<file path="src/logic/midi_params.svh">
`ifndef MIDI_PARAMS_SVH
`define MIDI_PARAMS_SVH

//////////////////////////////////////////////////
// Serial bit timing
//////////////////////////////////////////////////

// Clock cycles per MIDI bit
// Set to clk / 31250 for a real build
`define MIDI_CLKS_PER_BIT 16

//////////////////////////////////////////////////
// Channel status codes, upper nibble
//////////////////////////////////////////////////

`define MIDI_ST_CTRL  4'hB
`define MIDI_ST_PRG   4'hC
`define MIDI_ST_CH_AT 4'hD

`endif

</file>
<file path="src/logic/midi_pkg.sv">
package midi_pkg;

    //////////////////////////////////////////////////
    // Byte and message types
    //////////////////////////////////////////////////

    // One byte off the MIDI line
    typedef logic [7:0] midi_byte_t;

    // Kind of the current running status
    typedef enum logic [2:0] {
        MSG_NONE,
        MSG_NOTE_OFF,
        MSG_NOTE_ON,
        MSG_POLY_AT,
        MSG_CTRL,
        MSG_PRG,
        MSG_CH_AT,
        MSG_PITCH
    } msg_kind_e;

    // Serial receiver states
    typedef enum logic [1:0] {
        RX_IDLE,
        RX_START,
        RX_DATA,
        RX_STOP
    } rx_state_e;

endpackage

</file>
<file path="src/logic/midi_uart_rx.sv">
`timescale 1ns/10ps

`include "midi_params.svh"

module midi_uart_rx (
    input  logic                 clk,
    input  logic                 reset_reg_N,
    input  logic                 midi_in,
    output midi_pkg::midi_byte_t rx_byte,
    output logic                 rx_valid,
    output logic                 rx_frame_err
);

    // Counter wide enough for one full bit
    localparam int CNT_W = $clog2(`MIDI_CLKS_PER_BIT);
    localparam logic [CNT_W-1:0] BIT_LAST  = CNT_W'(`MIDI_CLKS_PER_BIT - 1);
    localparam logic [CNT_W-1:0] HALF_LAST = CNT_W'(`MIDI_CLKS_PER_BIT / 2 - 1);

    midi_pkg::rx_state_e state;
    logic                midi_meta;
    logic                midi_sync;
    logic [CNT_W-1:0]    clk_cnt;
    logic [2:0]          bit_idx;
    logic                wait_high;

    //////////////////////////////////////////////////
    // Input synchronizer
    //////////////////////////////////////////////////

    // Line idles high
    always_ff @(posedge clk) begin
        if (!reset_reg_N) begin
            midi_meta <= 1'b1;
            midi_sync <= 1'b1;
        end else begin
            midi_meta <= midi_in;
            midi_sync <= midi_meta;
        end
    end

    //////////////////////////////////////////////////
    // Receive FSM
    //////////////////////////////////////////////////

    always_ff @(posedge clk) begin
        if (!reset_reg_N) begin
            state        <= midi_pkg::RX_IDLE;
            clk_cnt      <= '0;
            bit_idx      <= '0;
            wait_high    <= 1'b0;
            rx_valid     <= 1'b0;
            rx_frame_err <= 1'b0;
        end else begin
            // Strobes last one cycle
            rx_valid     <= 1'b0;
            rx_frame_err <= 1'b0;
            case (state)
                midi_pkg::RX_IDLE: begin
                    clk_cnt <= '0;
                    bit_idx <= '0;
                    // After a framing error wait for the line to go high first
                    if (midi_sync) begin
                        wait_high <= 1'b0;
                    end else if (!wait_high) begin
                        state <= midi_pkg::RX_START;
                    end
                end
                midi_pkg::RX_START: begin
                    if (clk_cnt == HALF_LAST) begin
                        clk_cnt <= '0;
                        // Recheck start bit at its center
                        state   <= midi_sync ? midi_pkg::RX_IDLE : midi_pkg::RX_DATA;
                    end else begin
                        clk_cnt <= clk_cnt + 1'b1;
                    end
                end
                midi_pkg::RX_DATA: begin
                    if (clk_cnt == BIT_LAST) begin
                        clk_cnt <= '0;
                        bit_idx <= bit_idx + 1'b1;
                        // Eighth data bit taken
                        if (bit_idx == 3'd7) begin
                            state <= midi_pkg::RX_STOP;
                        end
                    end else begin
                        clk_cnt <= clk_cnt + 1'b1;
                    end
                end
                midi_pkg::RX_STOP: begin
                    if (clk_cnt == BIT_LAST) begin
                        clk_cnt <= '0;
                        state   <= midi_pkg::RX_IDLE;
                        if (midi_sync) begin
                            rx_valid <= 1'b1;
                        end else begin
                            // Low stop bit drops the byte
                            rx_frame_err <= 1'b1;
                            wait_high    <= 1'b1;
                        end
                    end else begin
                        clk_cnt <= clk_cnt + 1'b1;
                    end
                end
                default: state <= midi_pkg::RX_IDLE;
            endcase
        end
    end

    // Data shift register, LSB arrives first
    always_ff @(posedge clk) begin
        if (state == midi_pkg::RX_DATA && clk_cnt == BIT_LAST) begin
            rx_byte <= {midi_sync, rx_byte[7:1]};
        end
    end

    // good byte and framing error are exclusive
    assert property (@(posedge clk) disable iff (!reset_reg_N)
        !(rx_valid && rx_frame_err));

endmodule

</file>
<file path="src/logic/midi_byte_seq.sv">
`timescale 1ns/10ps

`include "midi_params.svh"

module midi_byte_seq (
    input  logic                 clk,
    input  logic                 reset_reg_N,
    input  midi_pkg::midi_byte_t rx_byte,
    input  logic                 rx_valid,
    output logic                 seq_trigger,
    output midi_pkg::midi_byte_t seq_databyte,
    output logic                 is_data_byte,
    output logic                 is_velocity,
    output logic                 is_st_ctrl,
    output logic                 is_st_prg_change
);

    midi_pkg::msg_kind_e run_kind;
    logic                second_q;
    logic                take_data;

    //////////////////////////////////////////////////
    // Status decoding
    //////////////////////////////////////////////////

    // Upper nibble to message kind
    function automatic midi_pkg::msg_kind_e kind_of(input logic [3:0] nib);
        midi_pkg::msg_kind_e k;
        case (nib)
            4'h8:           k = midi_pkg::MSG_NOTE_OFF;
            4'h9:           k = midi_pkg::MSG_NOTE_ON;
            4'hA:           k = midi_pkg::MSG_POLY_AT;
            `MIDI_ST_CTRL:  k = midi_pkg::MSG_CTRL;
            `MIDI_ST_PRG:   k = midi_pkg::MSG_PRG;
            `MIDI_ST_CH_AT: k = midi_pkg::MSG_CH_AT;
            4'hE:           k = midi_pkg::MSG_PITCH;
            default:        k = midi_pkg::MSG_NONE;
        endcase
        return k;
    endfunction

    // Kinds with a single data byte
    function automatic logic one_byte(input midi_pkg::msg_kind_e k);
        return (k == midi_pkg::MSG_PRG) || (k == midi_pkg::MSG_CH_AT);
    endfunction

    // Data byte under a known status
    assign take_data = rx_valid && !rx_byte[7] && (run_kind != midi_pkg::MSG_NONE);

    //////////////////////////////////////////////////
    // Running status and classification
    //////////////////////////////////////////////////

    always_ff @(posedge clk) begin
        if (!reset_reg_N) begin
            run_kind         <= midi_pkg::MSG_NONE;
            second_q         <= 1'b0;
            seq_trigger      <= 1'b0;
            is_data_byte     <= 1'b0;
            is_velocity      <= 1'b0;
            is_st_ctrl       <= 1'b0;
            is_st_prg_change <= 1'b0;
        end else begin
            seq_trigger      <= take_data;
            // Status levels follow running status
            is_st_ctrl       <= (run_kind == midi_pkg::MSG_CTRL);
            is_st_prg_change <= (run_kind == midi_pkg::MSG_PRG);
            if (take_data) begin
                is_data_byte <= !second_q;
                is_velocity  <= second_q;
                // Count wraps for running status
                second_q     <= one_byte(run_kind) ? 1'b0 : !second_q;
            end else if (rx_valid && rx_byte[7]) begin
                if (rx_byte[7:4] != 4'hF) begin
                    // Channel status
                    run_kind <= kind_of(rx_byte[7:4]);
                    second_q <= 1'b0;
                end else if (!rx_byte[3]) begin
                    // System common clears status
                    run_kind <= midi_pkg::MSG_NONE;
                    second_q <= 1'b0;
                end
                // F8 to FF real time leaves status alone
            end
        end
    end

    // Data byte payload
    always_ff @(posedge clk) begin
        if (take_data) begin
            seq_databyte <= rx_byte;
        end
    end

    // First and second data byte never flagged at once
    assert property (@(posedge clk) disable iff (!reset_reg_N)
        seq_trigger |-> !(is_data_byte && is_velocity));

endmodule

</file>
<file path="src/logic/ctrl_cmd_decode.sv">
`timescale 1ns/10ps

module ctrl_cmd_decode (
    input  logic                 clk,
    input  logic                 reset_reg_N,
    input  logic                 seq_trigger,
    input  logic                 is_st_ctrl,
    input  logic                 is_st_prg_change,
    input  logic                 is_data_byte,
    input  logic                 is_velocity,
    input  midi_pkg::midi_byte_t seq_databyte,
    output logic                 ctrl_cmd,
    output logic                 prg_ch_cmd,
    output midi_pkg::midi_byte_t octrl,
    output midi_pkg::midi_byte_t octrl_data,
    output midi_pkg::midi_byte_t prg_ch_data
);

    logic ctrl_num_hit;
    logic ctrl_val_hit;
    logic prg_hit;

    // Byte roles for this trigger
    assign ctrl_num_hit = seq_trigger && is_st_ctrl && is_data_byte;
    assign ctrl_val_hit = seq_trigger && is_st_ctrl && is_velocity;
    assign prg_hit      = seq_trigger && is_st_prg_change && is_data_byte;

    //////////////////////////////////////////////////
    // Command pulses
    //////////////////////////////////////////////////

    always_ff @(posedge clk) begin
        if (!reset_reg_N) begin
            ctrl_cmd   <= 1'b0;
            prg_ch_cmd <= 1'b0;
        end else begin
            // Control fires on the value byte
            ctrl_cmd   <= ctrl_val_hit;
            prg_ch_cmd <= prg_hit;
        end
    end

    // Held data stays until overwritten
    always_ff @(posedge clk) begin
        if (ctrl_num_hit) begin
            octrl <= seq_databyte;
        end
        if (ctrl_val_hit) begin
            octrl_data <= seq_databyte;
        end
        if (prg_hit) begin
            prg_ch_data <= seq_databyte;
        end
    end

    // One command kind per cycle
    assert property (@(posedge clk) disable iff (!reset_reg_N)
        !(ctrl_cmd && prg_ch_cmd));

endmodule

</file>
<file path="src/logic/midi_ctrl_top.sv">
`timescale 1ns/10ps

module midi_ctrl_top (
    input  logic                 clk,
    input  logic                 reset_reg_N,
    input  logic                 midi_in,
    output logic                 ctrl_cmd,
    output midi_pkg::midi_byte_t ctrl_num,
    output midi_pkg::midi_byte_t ctrl_value,
    output logic                 prg_cmd,
    output midi_pkg::midi_byte_t prg_num,
    output logic                 rx_frame_err
);

    // Receiver to sequencer
    midi_pkg::midi_byte_t rx_byte;
    logic                 rx_valid;

    // Sequencer to decoder
    logic                 seq_trigger;
    midi_pkg::midi_byte_t seq_databyte;
    logic                 is_data_byte;
    logic                 is_velocity;
    logic                 is_st_ctrl;
    logic                 is_st_prg_change;

    //////////////////////////////////////////////////
    // Serial receiver
    //////////////////////////////////////////////////

    midi_uart_rx u_rx (
        .clk          (clk),
        .reset_reg_N  (reset_reg_N),
        .midi_in      (midi_in),
        .rx_byte      (rx_byte),
        .rx_valid     (rx_valid),
        .rx_frame_err (rx_frame_err)
    );

    // Running status tracking
    midi_byte_seq u_seq (
        .clk              (clk),
        .reset_reg_N      (reset_reg_N),
        .rx_byte          (rx_byte),
        .rx_valid         (rx_valid),
        .seq_trigger      (seq_trigger),
        .seq_databyte     (seq_databyte),
        .is_data_byte     (is_data_byte),
        .is_velocity      (is_velocity),
        .is_st_ctrl       (is_st_ctrl),
        .is_st_prg_change (is_st_prg_change)
    );

    // Control and program change commands
    ctrl_cmd_decode u_dec (
        .clk              (clk),
        .reset_reg_N      (reset_reg_N),
        .seq_trigger      (seq_trigger),
        .is_st_ctrl       (is_st_ctrl),
        .is_st_prg_change (is_st_prg_change),
        .is_data_byte     (is_data_byte),
        .is_velocity      (is_velocity),
        .seq_databyte     (seq_databyte),
        .ctrl_cmd         (ctrl_cmd),
        .prg_ch_cmd       (prg_cmd),
        .octrl            (ctrl_num),
        .octrl_data       (ctrl_value),
        .prg_ch_data      (prg_num)
    );

endmodule

</file>
<file path="config.mk">
export PLATFORM = sky130hd
export DESIGN_NAME = midi_ctrl_top
export DESIGN_NICKNAME = d
export VERILOG_FILES = /design/src/logic/midi_pkg.sv /design/src/logic/midi_uart_rx.sv /design/src/logic/midi_byte_seq.sv /design/src/logic/ctrl_cmd_decode.sv /design/src/logic/midi_ctrl_top.sv
export VERILOG_INCLUDE_DIRS = /design/src /design/src/logic
export SDC_FILE = /design/constraint.sdc
export NUM_CORES = 1
export LEC_CHECK = 0
export BUFFER_PORTS_ARGS = -buffer_cell sky130_fd_sc_hd__buf_2
export CAP_MARGIN = 30
export CORE_ASPECT_RATIO = 1.4
export CORE_MARGIN = 2
export CORE_UTILIZATION = 35
export DETAILED_ROUTE_END_ITERATION = 8
export GPL_ROUTABILITY_DRIVEN = 0
export RECOVER_POWER = 50
export SLEW_MARGIN = 20
export SYNTH_ARGS = -nofsm -noshare
export SYNTH_HDL_FRONTEND = slang
export SYNTH_SLANG_ARGS = --single-unit
</file>
<file path="constraint.sdc">
create_clock -name clk -period 1.89 [get_ports clk]
set_input_delay 0.0945 -clock clk [delete_from_list [all_inputs] [get_ports clk]]
set_output_delay 0.0945 -clock clk [all_outputs]
set_load 0.02 [all_outputs]
</file>
==> results of run 1 <==
[power by group through the flow]
stage | combinational, mW | clock, mW | sequential (mW)
after detailed placement | 0.0199 | 0 | 1.53
final | 0.0205 | 1.39 | 1.50
after global placement | 0.0201 | 0 | 1.53
after global routing | 0.0239 | 1.48 | 1.50
after floorplan | 0.0162 | 0 | 1.52
after CTS | 0.0215 | 1.42 | 1.50
[sequential cells by signal (all words and copies together), names as in the netlist, 3 cells and up, named ones only]
name,cells
u_seq.run_kind,3
u_dec.prg_ch_data,8
u_rx.rx_byte,8
u_dec.octrl_data,8
u_rx.clk_cnt,4
u_seq.seq_databyte,8
u_rx.bit_idx,3
u_dec.octrl,8
[layout make-up]
cell class	count	area, µm²	share of cell area
flip-flops and latches	65	1700	0.624
multi-input cells	81	533	0.196
repair buffers	32	143	0.0523
clock buffers	9	124	0.0455
clock inverters	7	119	0.0436
well taps	72	90.1	0.0331
inverters	4	15.0	0.00551
[kinds of logic (layout without fill, tap and decap cells)]
kind of cell             after synthesis  after routing  synth area share
AO/OA/AOI/OAI                         30             30            0.0849
XOR/XNOR                               5              5            0.0193
adder cells (fa/ha/maj)                3              3            0.0165
buffers and inverters                  9             52            0.0160
flip-flops                            65             65             0.749
AND/OR/NAND/NOR                       43             43             0.114
[synth_stat cells (2+ instances only)]
library cell | count | share of area
a211oi_1 | 2 | 0.0066
a21oi_1 | 10 | 0.022
and2_1 | 2 | 0.0055
and3_1 | 3 | 0.0083
and4_1 | 2 | 0.0077
buf_2 | 2 | 0.0044
clkbuf_1 | 3 | 0.0050
dfxtp_1 | 25 | 0.22
edfxtp_1 | 40 | 0.53
ha_1 | 3 | 0.017
inv_1 | 4 | 0.0066
nand2_1 | 3 | 0.0050
nand2b_1 | 3 | 0.0083
nand3_1 | 4 | 0.0088
nor2_1 | 8 | 0.013
nor3_1 | 4 | 0.0088
o21ai_0 | 4 | 0.0088
o21ai_1 | 5 | 0.011
or3_1 | 3 | 0.0083
or3b_1 | 2 | 0.0077
xnor2_1 | 3 | 0.012
xor2_1 | 2 | 0.0077
[stage by stage]
step                instance area [µm²]  hold WS (ns)  std cells
finish                             2730        0.0557        270
global route                       2730        0.0626        270
CTS                                2750        0.0510        270
detailed placement                 2500         0.287        253
global placement                   2500         0.292        253
floorplan                          2270         0.168        155
[routing by layer]
layer	wire length, µm	vias to the layer above	GRT usage
met5	0	-	0
met4	95	0	0.0697
met3	193	9	0.0324
met2	1780	36	0.187
met1	1480	613	0.108
li1	-	664	-
[worst paths after layout]
check / end
worst max register to register: u_rx.bit_idx[1]
worst min-delay path: u_rx.midi_sync
worst max-delay path: u_rx.bit_idx[1]
worst min register to register: u_rx.midi_sync
[placed cells by master (no fill, tap or decap), drive strengths merged, types with 2 or more instances in the layout]
master / n
edfxtp: 40
clkbuf: 31
dfxtp: 25
a21oi: 10
buf: 9
o21ai: 9
nor2: 8
nor3: 5
nand3: 5
inv: 4
nand2b: 3
and3: 3
or3: 3
xnor2: 3
nand2: 3
ha: 3
bufinv: 3
a211oi: 3
clkinv: 3
or3b: 2
and4: 2
xor2: 2
and2: 2
==> metrics.txt, run 1 <==
setup TNS 0 ns; CTS Sinks 65; hold depth 2; crit-path max FO 6; final worst setup slack 0.454 ns; Post-synth EDFFs 40; headroom to the max-slew limit 0.682; n_diodes 0; WS Path Type reg -> reg; Syn Std Cell Area 2270 µm²; Period minus WS final 1.44 ns; via count of the routed design 1322; reg2reg start u_rx.clk_cnt[0]; global route overflow 0; Worst path top cell family by delay simple AND/OR/NAND/NOR gates; share of layout cells above drive strength 1 0.136; clock-pin slew of the registers on the worst-case setup and hold paths 0.07 ns; synthesized instance count 155; Final setup viols 0; chip height 99.3 µm; core area 6250 µm²; R2R Setup Slk 0.45 ns; Worst Max-Slew Pin Slew 0.477 ns; dpl ws 0.455 ns; I/O Buffers 29; First DRT Iteration DRCs 80; fmax 697 MHz; slowest stage delay, CP 0.41 ns; flops & latches, synth 65; Max-Cap Viols 0; wire per inst 13.1 µm; syn avg cell area 14.7 µm²; first-pass GRT wire length 5840 µm; leak pwr 0.934 nW; Primary FF master, synth edfxtp_1; Psw 0.532 mW; status finished, final reports clean; Tot Pwr 2.91 mW; synthesis warning total 0; VDD IR max 342 µV; Max stage delay cell, worst path or3b_1; CTS tree built; overall routing resource usage 0.107; fin nets 199; drt total wl 3550 µm; critical path cell sequence ha_1 -> nand3_2 -> or3b_1 -> a211oi_2; hold crit path type in -> reg; Cell Rows 34; CP endpoint kind flip-flop; Synth Net Count 161; R2R depth 4; Stages on worst setup path 4; fraction of power consumed by sequential logic 0.515; Unique masters post-synth 40; DRC 0; Die Width 72.1 µm; RSZ-0062 raised after global routing no; Hold Violations, Final 0; vias in the first global route 1293; hold wc startpoint reset_reg_N; total CTS buffers 9; Post-CTS Hold Buffers 1; # H-tree levels 3; Post-DP HPWL 2410 µm; number of gates resized after CTS 0; largest net degree at the start of global routing 17; antenna viol nets, final 0; Sw Ratio 0.183; Data required, critical path 2.15 ns; Int Pwr 2.37 mW; CP Data Arrival Time 1.69 ns; Core Util, Final 0.436; Final period util 0.760; Area Growth Syn to Fin 20.0%; max-slew violations 0; die area 7160 µm²; Logic pwr share 0.007; Starting Density 0.363; Top-Level Pins 30; Clock Power Share 0.478; initial antenna violation count 0; register area share after synthesis 0.749; TritonRoute pass-1 iters 3; Power Density 1070 nW/µm²; fraction of registers with async set/reset 0; clock buffer depth 2; Bufs and invs on worst path 0; DR vias/cell 4.90; post-CTS setup buffer count 0; clk_skew 0.00679 ns; CP Launch Type flip-flop; Worst-Skew Late Latency 0.33 ns; Setup crit start u_rx.clk_cnt[0]; CTS root buf clkbuf_8; fillers 589
Power figures use the tool's default switching activity.
==> run 2, diff against run 1 <==
==> constraint.sdc (replaced) <==
create_clock -name clk -period 1.29 [get_ports clk]
set_input_delay 0.0645 -clock clk [delete_from_list [all_inputs] [get_ports clk]]
set_output_delay 0.0645 -clock clk [all_outputs]
set_load 0.02 [all_outputs]
==> metrics.txt, run 2 (same netlist as run 1, synthesis figures left out) <==
Worst-Skew Late Latency 0.33 ns (about the same); clk_skew 0.00881 ns (+0.00202 ns); CP Launch Type flip-flop; Final period util 0.958 (+0.199); Hold Violations, Final 0 (unchanged); die area 7160 µm² (unchanged); WS Path Type reg -> reg; status finished, final reports clean; hold depth 2 (unchanged); largest net degree at the start of global routing 17 (unchanged); headroom to the max-slew limit 0.717 (+0.0352); DRC 0 (unchanged); I/O Buffers 29 (unchanged); Starting Density 0.363 (unchanged); n_diodes 0 (unchanged); share of layout cells above drive strength 1 0.280 (+0.144); CP endpoint kind flip-flop; drt total wl 3630 µm (+2.5%); fin nets 215 (+8.0%); vias in the first global route 1229 (-4.9%); Data required, critical path 1.31 ns (-0.84 ns); Final setup viols 0 (unchanged); global route overflow 0 (unchanged); overall routing resource usage 0.108 (+0.000610); first-pass GRT wire length 5770 µm (-1.2%); placed cell count 266 (+5.1%); Core Util, Final 0.450 (+0.0146); fmax 809 MHz (+16%); CTS root buf clkbuf_8; Max-Cap Viols 0 (unchanged); # H-tree levels 3 (unchanged); total CTS buffers 9 (unchanged); Area Growth Syn to Fin 24.0%; CTS tree built; most common cell after layout, fill and taps aside edfxtp_1; RSZ-0062 raised after global routing yes; Post-DP HPWL 2490 µm (+3.3%); antenna viol nets, final 0 (unchanged); CTS Sinks 65 (unchanged); TritonRoute pass-1 iters 4 (+1); Worst Max-Slew Pin Slew 0.424 ns (-0.0526 ns); Period minus WS final 1.24 ns (-0.200 ns); clock buffer depth 2 (unchanged); max-slew violations 0 (unchanged); DR vias/cell 4.69 (-4.2%); clock-pin slew of the registers on the worst-case setup and hold paths 0.07 ns (about the same); chip height 99.3 µm (unchanged); Hold Slack 0.0234 ns (-0.0323 ns); placed cell area 2620 µm² (+4.8%); Top-Level Pins 30 (unchanged); core area 6250 µm² (unchanged); initial antenna violation count 0 (unchanged); CP Data Arrival Time 1.26 ns (-0.43 ns); post-route cell area 2820 µm² (+3.4%); final cell count without fillers 286 (+5.9%); crit-path max FO 8 (+2); commonest cells after routing, fill and taps aside edfxtp_1, dfxtp_1, buf_2, clkbuf_1, buf_4; Power Density 1330 nW/µm² (+25%); leak pwr 1.00 nW (+7.1%); R2R depth 3 (-1); wire per inst 12.7 µm (-3.2%); via count of the routed design 1342 (+1.5%); Die Width 72.1 µm (unchanged); hold crit path type in -> reg; First DRT Iteration DRCs 74 (-7.5%); VDD IR max 669 µV (+96%); Cell Rows 34 (unchanged)
## run 2: area by class of cell
class                      instances  area, µm²
multi-input combinational         81        566
inverter                           4       15.0
timing repair buffer              48        260
clock inverter                     6       41.3
clock buffer                      10        138
fill                             582       3440
sequential                        65       1710
tap                               72       90.1
## run 2: worst max-delay path, stage by stage, from the launching register on
cell and delay, ns:
dfxtp_2 0.35, ha_4 0.15, nand4_1 0.17, nor2_4 0.25
## run 2: path summary, 6_finish.rpt
| path | start | endpoint | slack (ns) |
|---|---|---|---|
| worst max-delay path | u_rx.clk_cnt[0] | u_rx.rx_byte[2] | 0.05 |
| worst max register to register | u_rx.clk_cnt[0] | u_rx.rx_byte[2] | 0.05 |
| worst min register to register | u_rx.midi_meta | u_rx.midi_sync | 0.42 |
| worst min-delay path | reset_reg_N | u_rx.midi_meta | 0.02 |
## run 2: where the power goes
group | switching [mW] | total, mW | internal [mW]
logic | 0.0194 | 0.0320 | 0.0126
registers | 0.0107 | 2.19 | 2.18
clock network | 0.780 | 1.53 | 0.753
## run 2: what timing repair did
item,CTS,global route
setup endpoints to repair,7,27
gates resized for setup,1,6
hold endpoints to repair,1,0
pin swaps,1,4
buffers inserted,1,2
cloned,0,0
hold buffers,1,0
## run 2: routing by layer
| metal | track usage | vias up | part of all wire |
|---|---|---|---|
| met5 | 0 | - | 0 |
| met3 | 0.0527 | 4 | 0.061 |
| met4 | 0.0479 | 0 | 0.011 |
| met1 | 0.118 | 610 | 0.43 |
| li1 | - | 689 | - |
| met2 | 0.176 | 39 | 0.50 |
## run 2: through the flow
stage	setup TNS [ns]	power [mW]	setup WS, ns
6_report	0	3.76	0.0540
5_1_grt	-0.0856	3.92	-0.0153
4_1_cts	0	3.81	0.000859
3_5_place_dp	0	2.27	0.00108
3_3_place_gp	0	2.27	0.0319
2_1_floorplan	0	2.26	0.0196
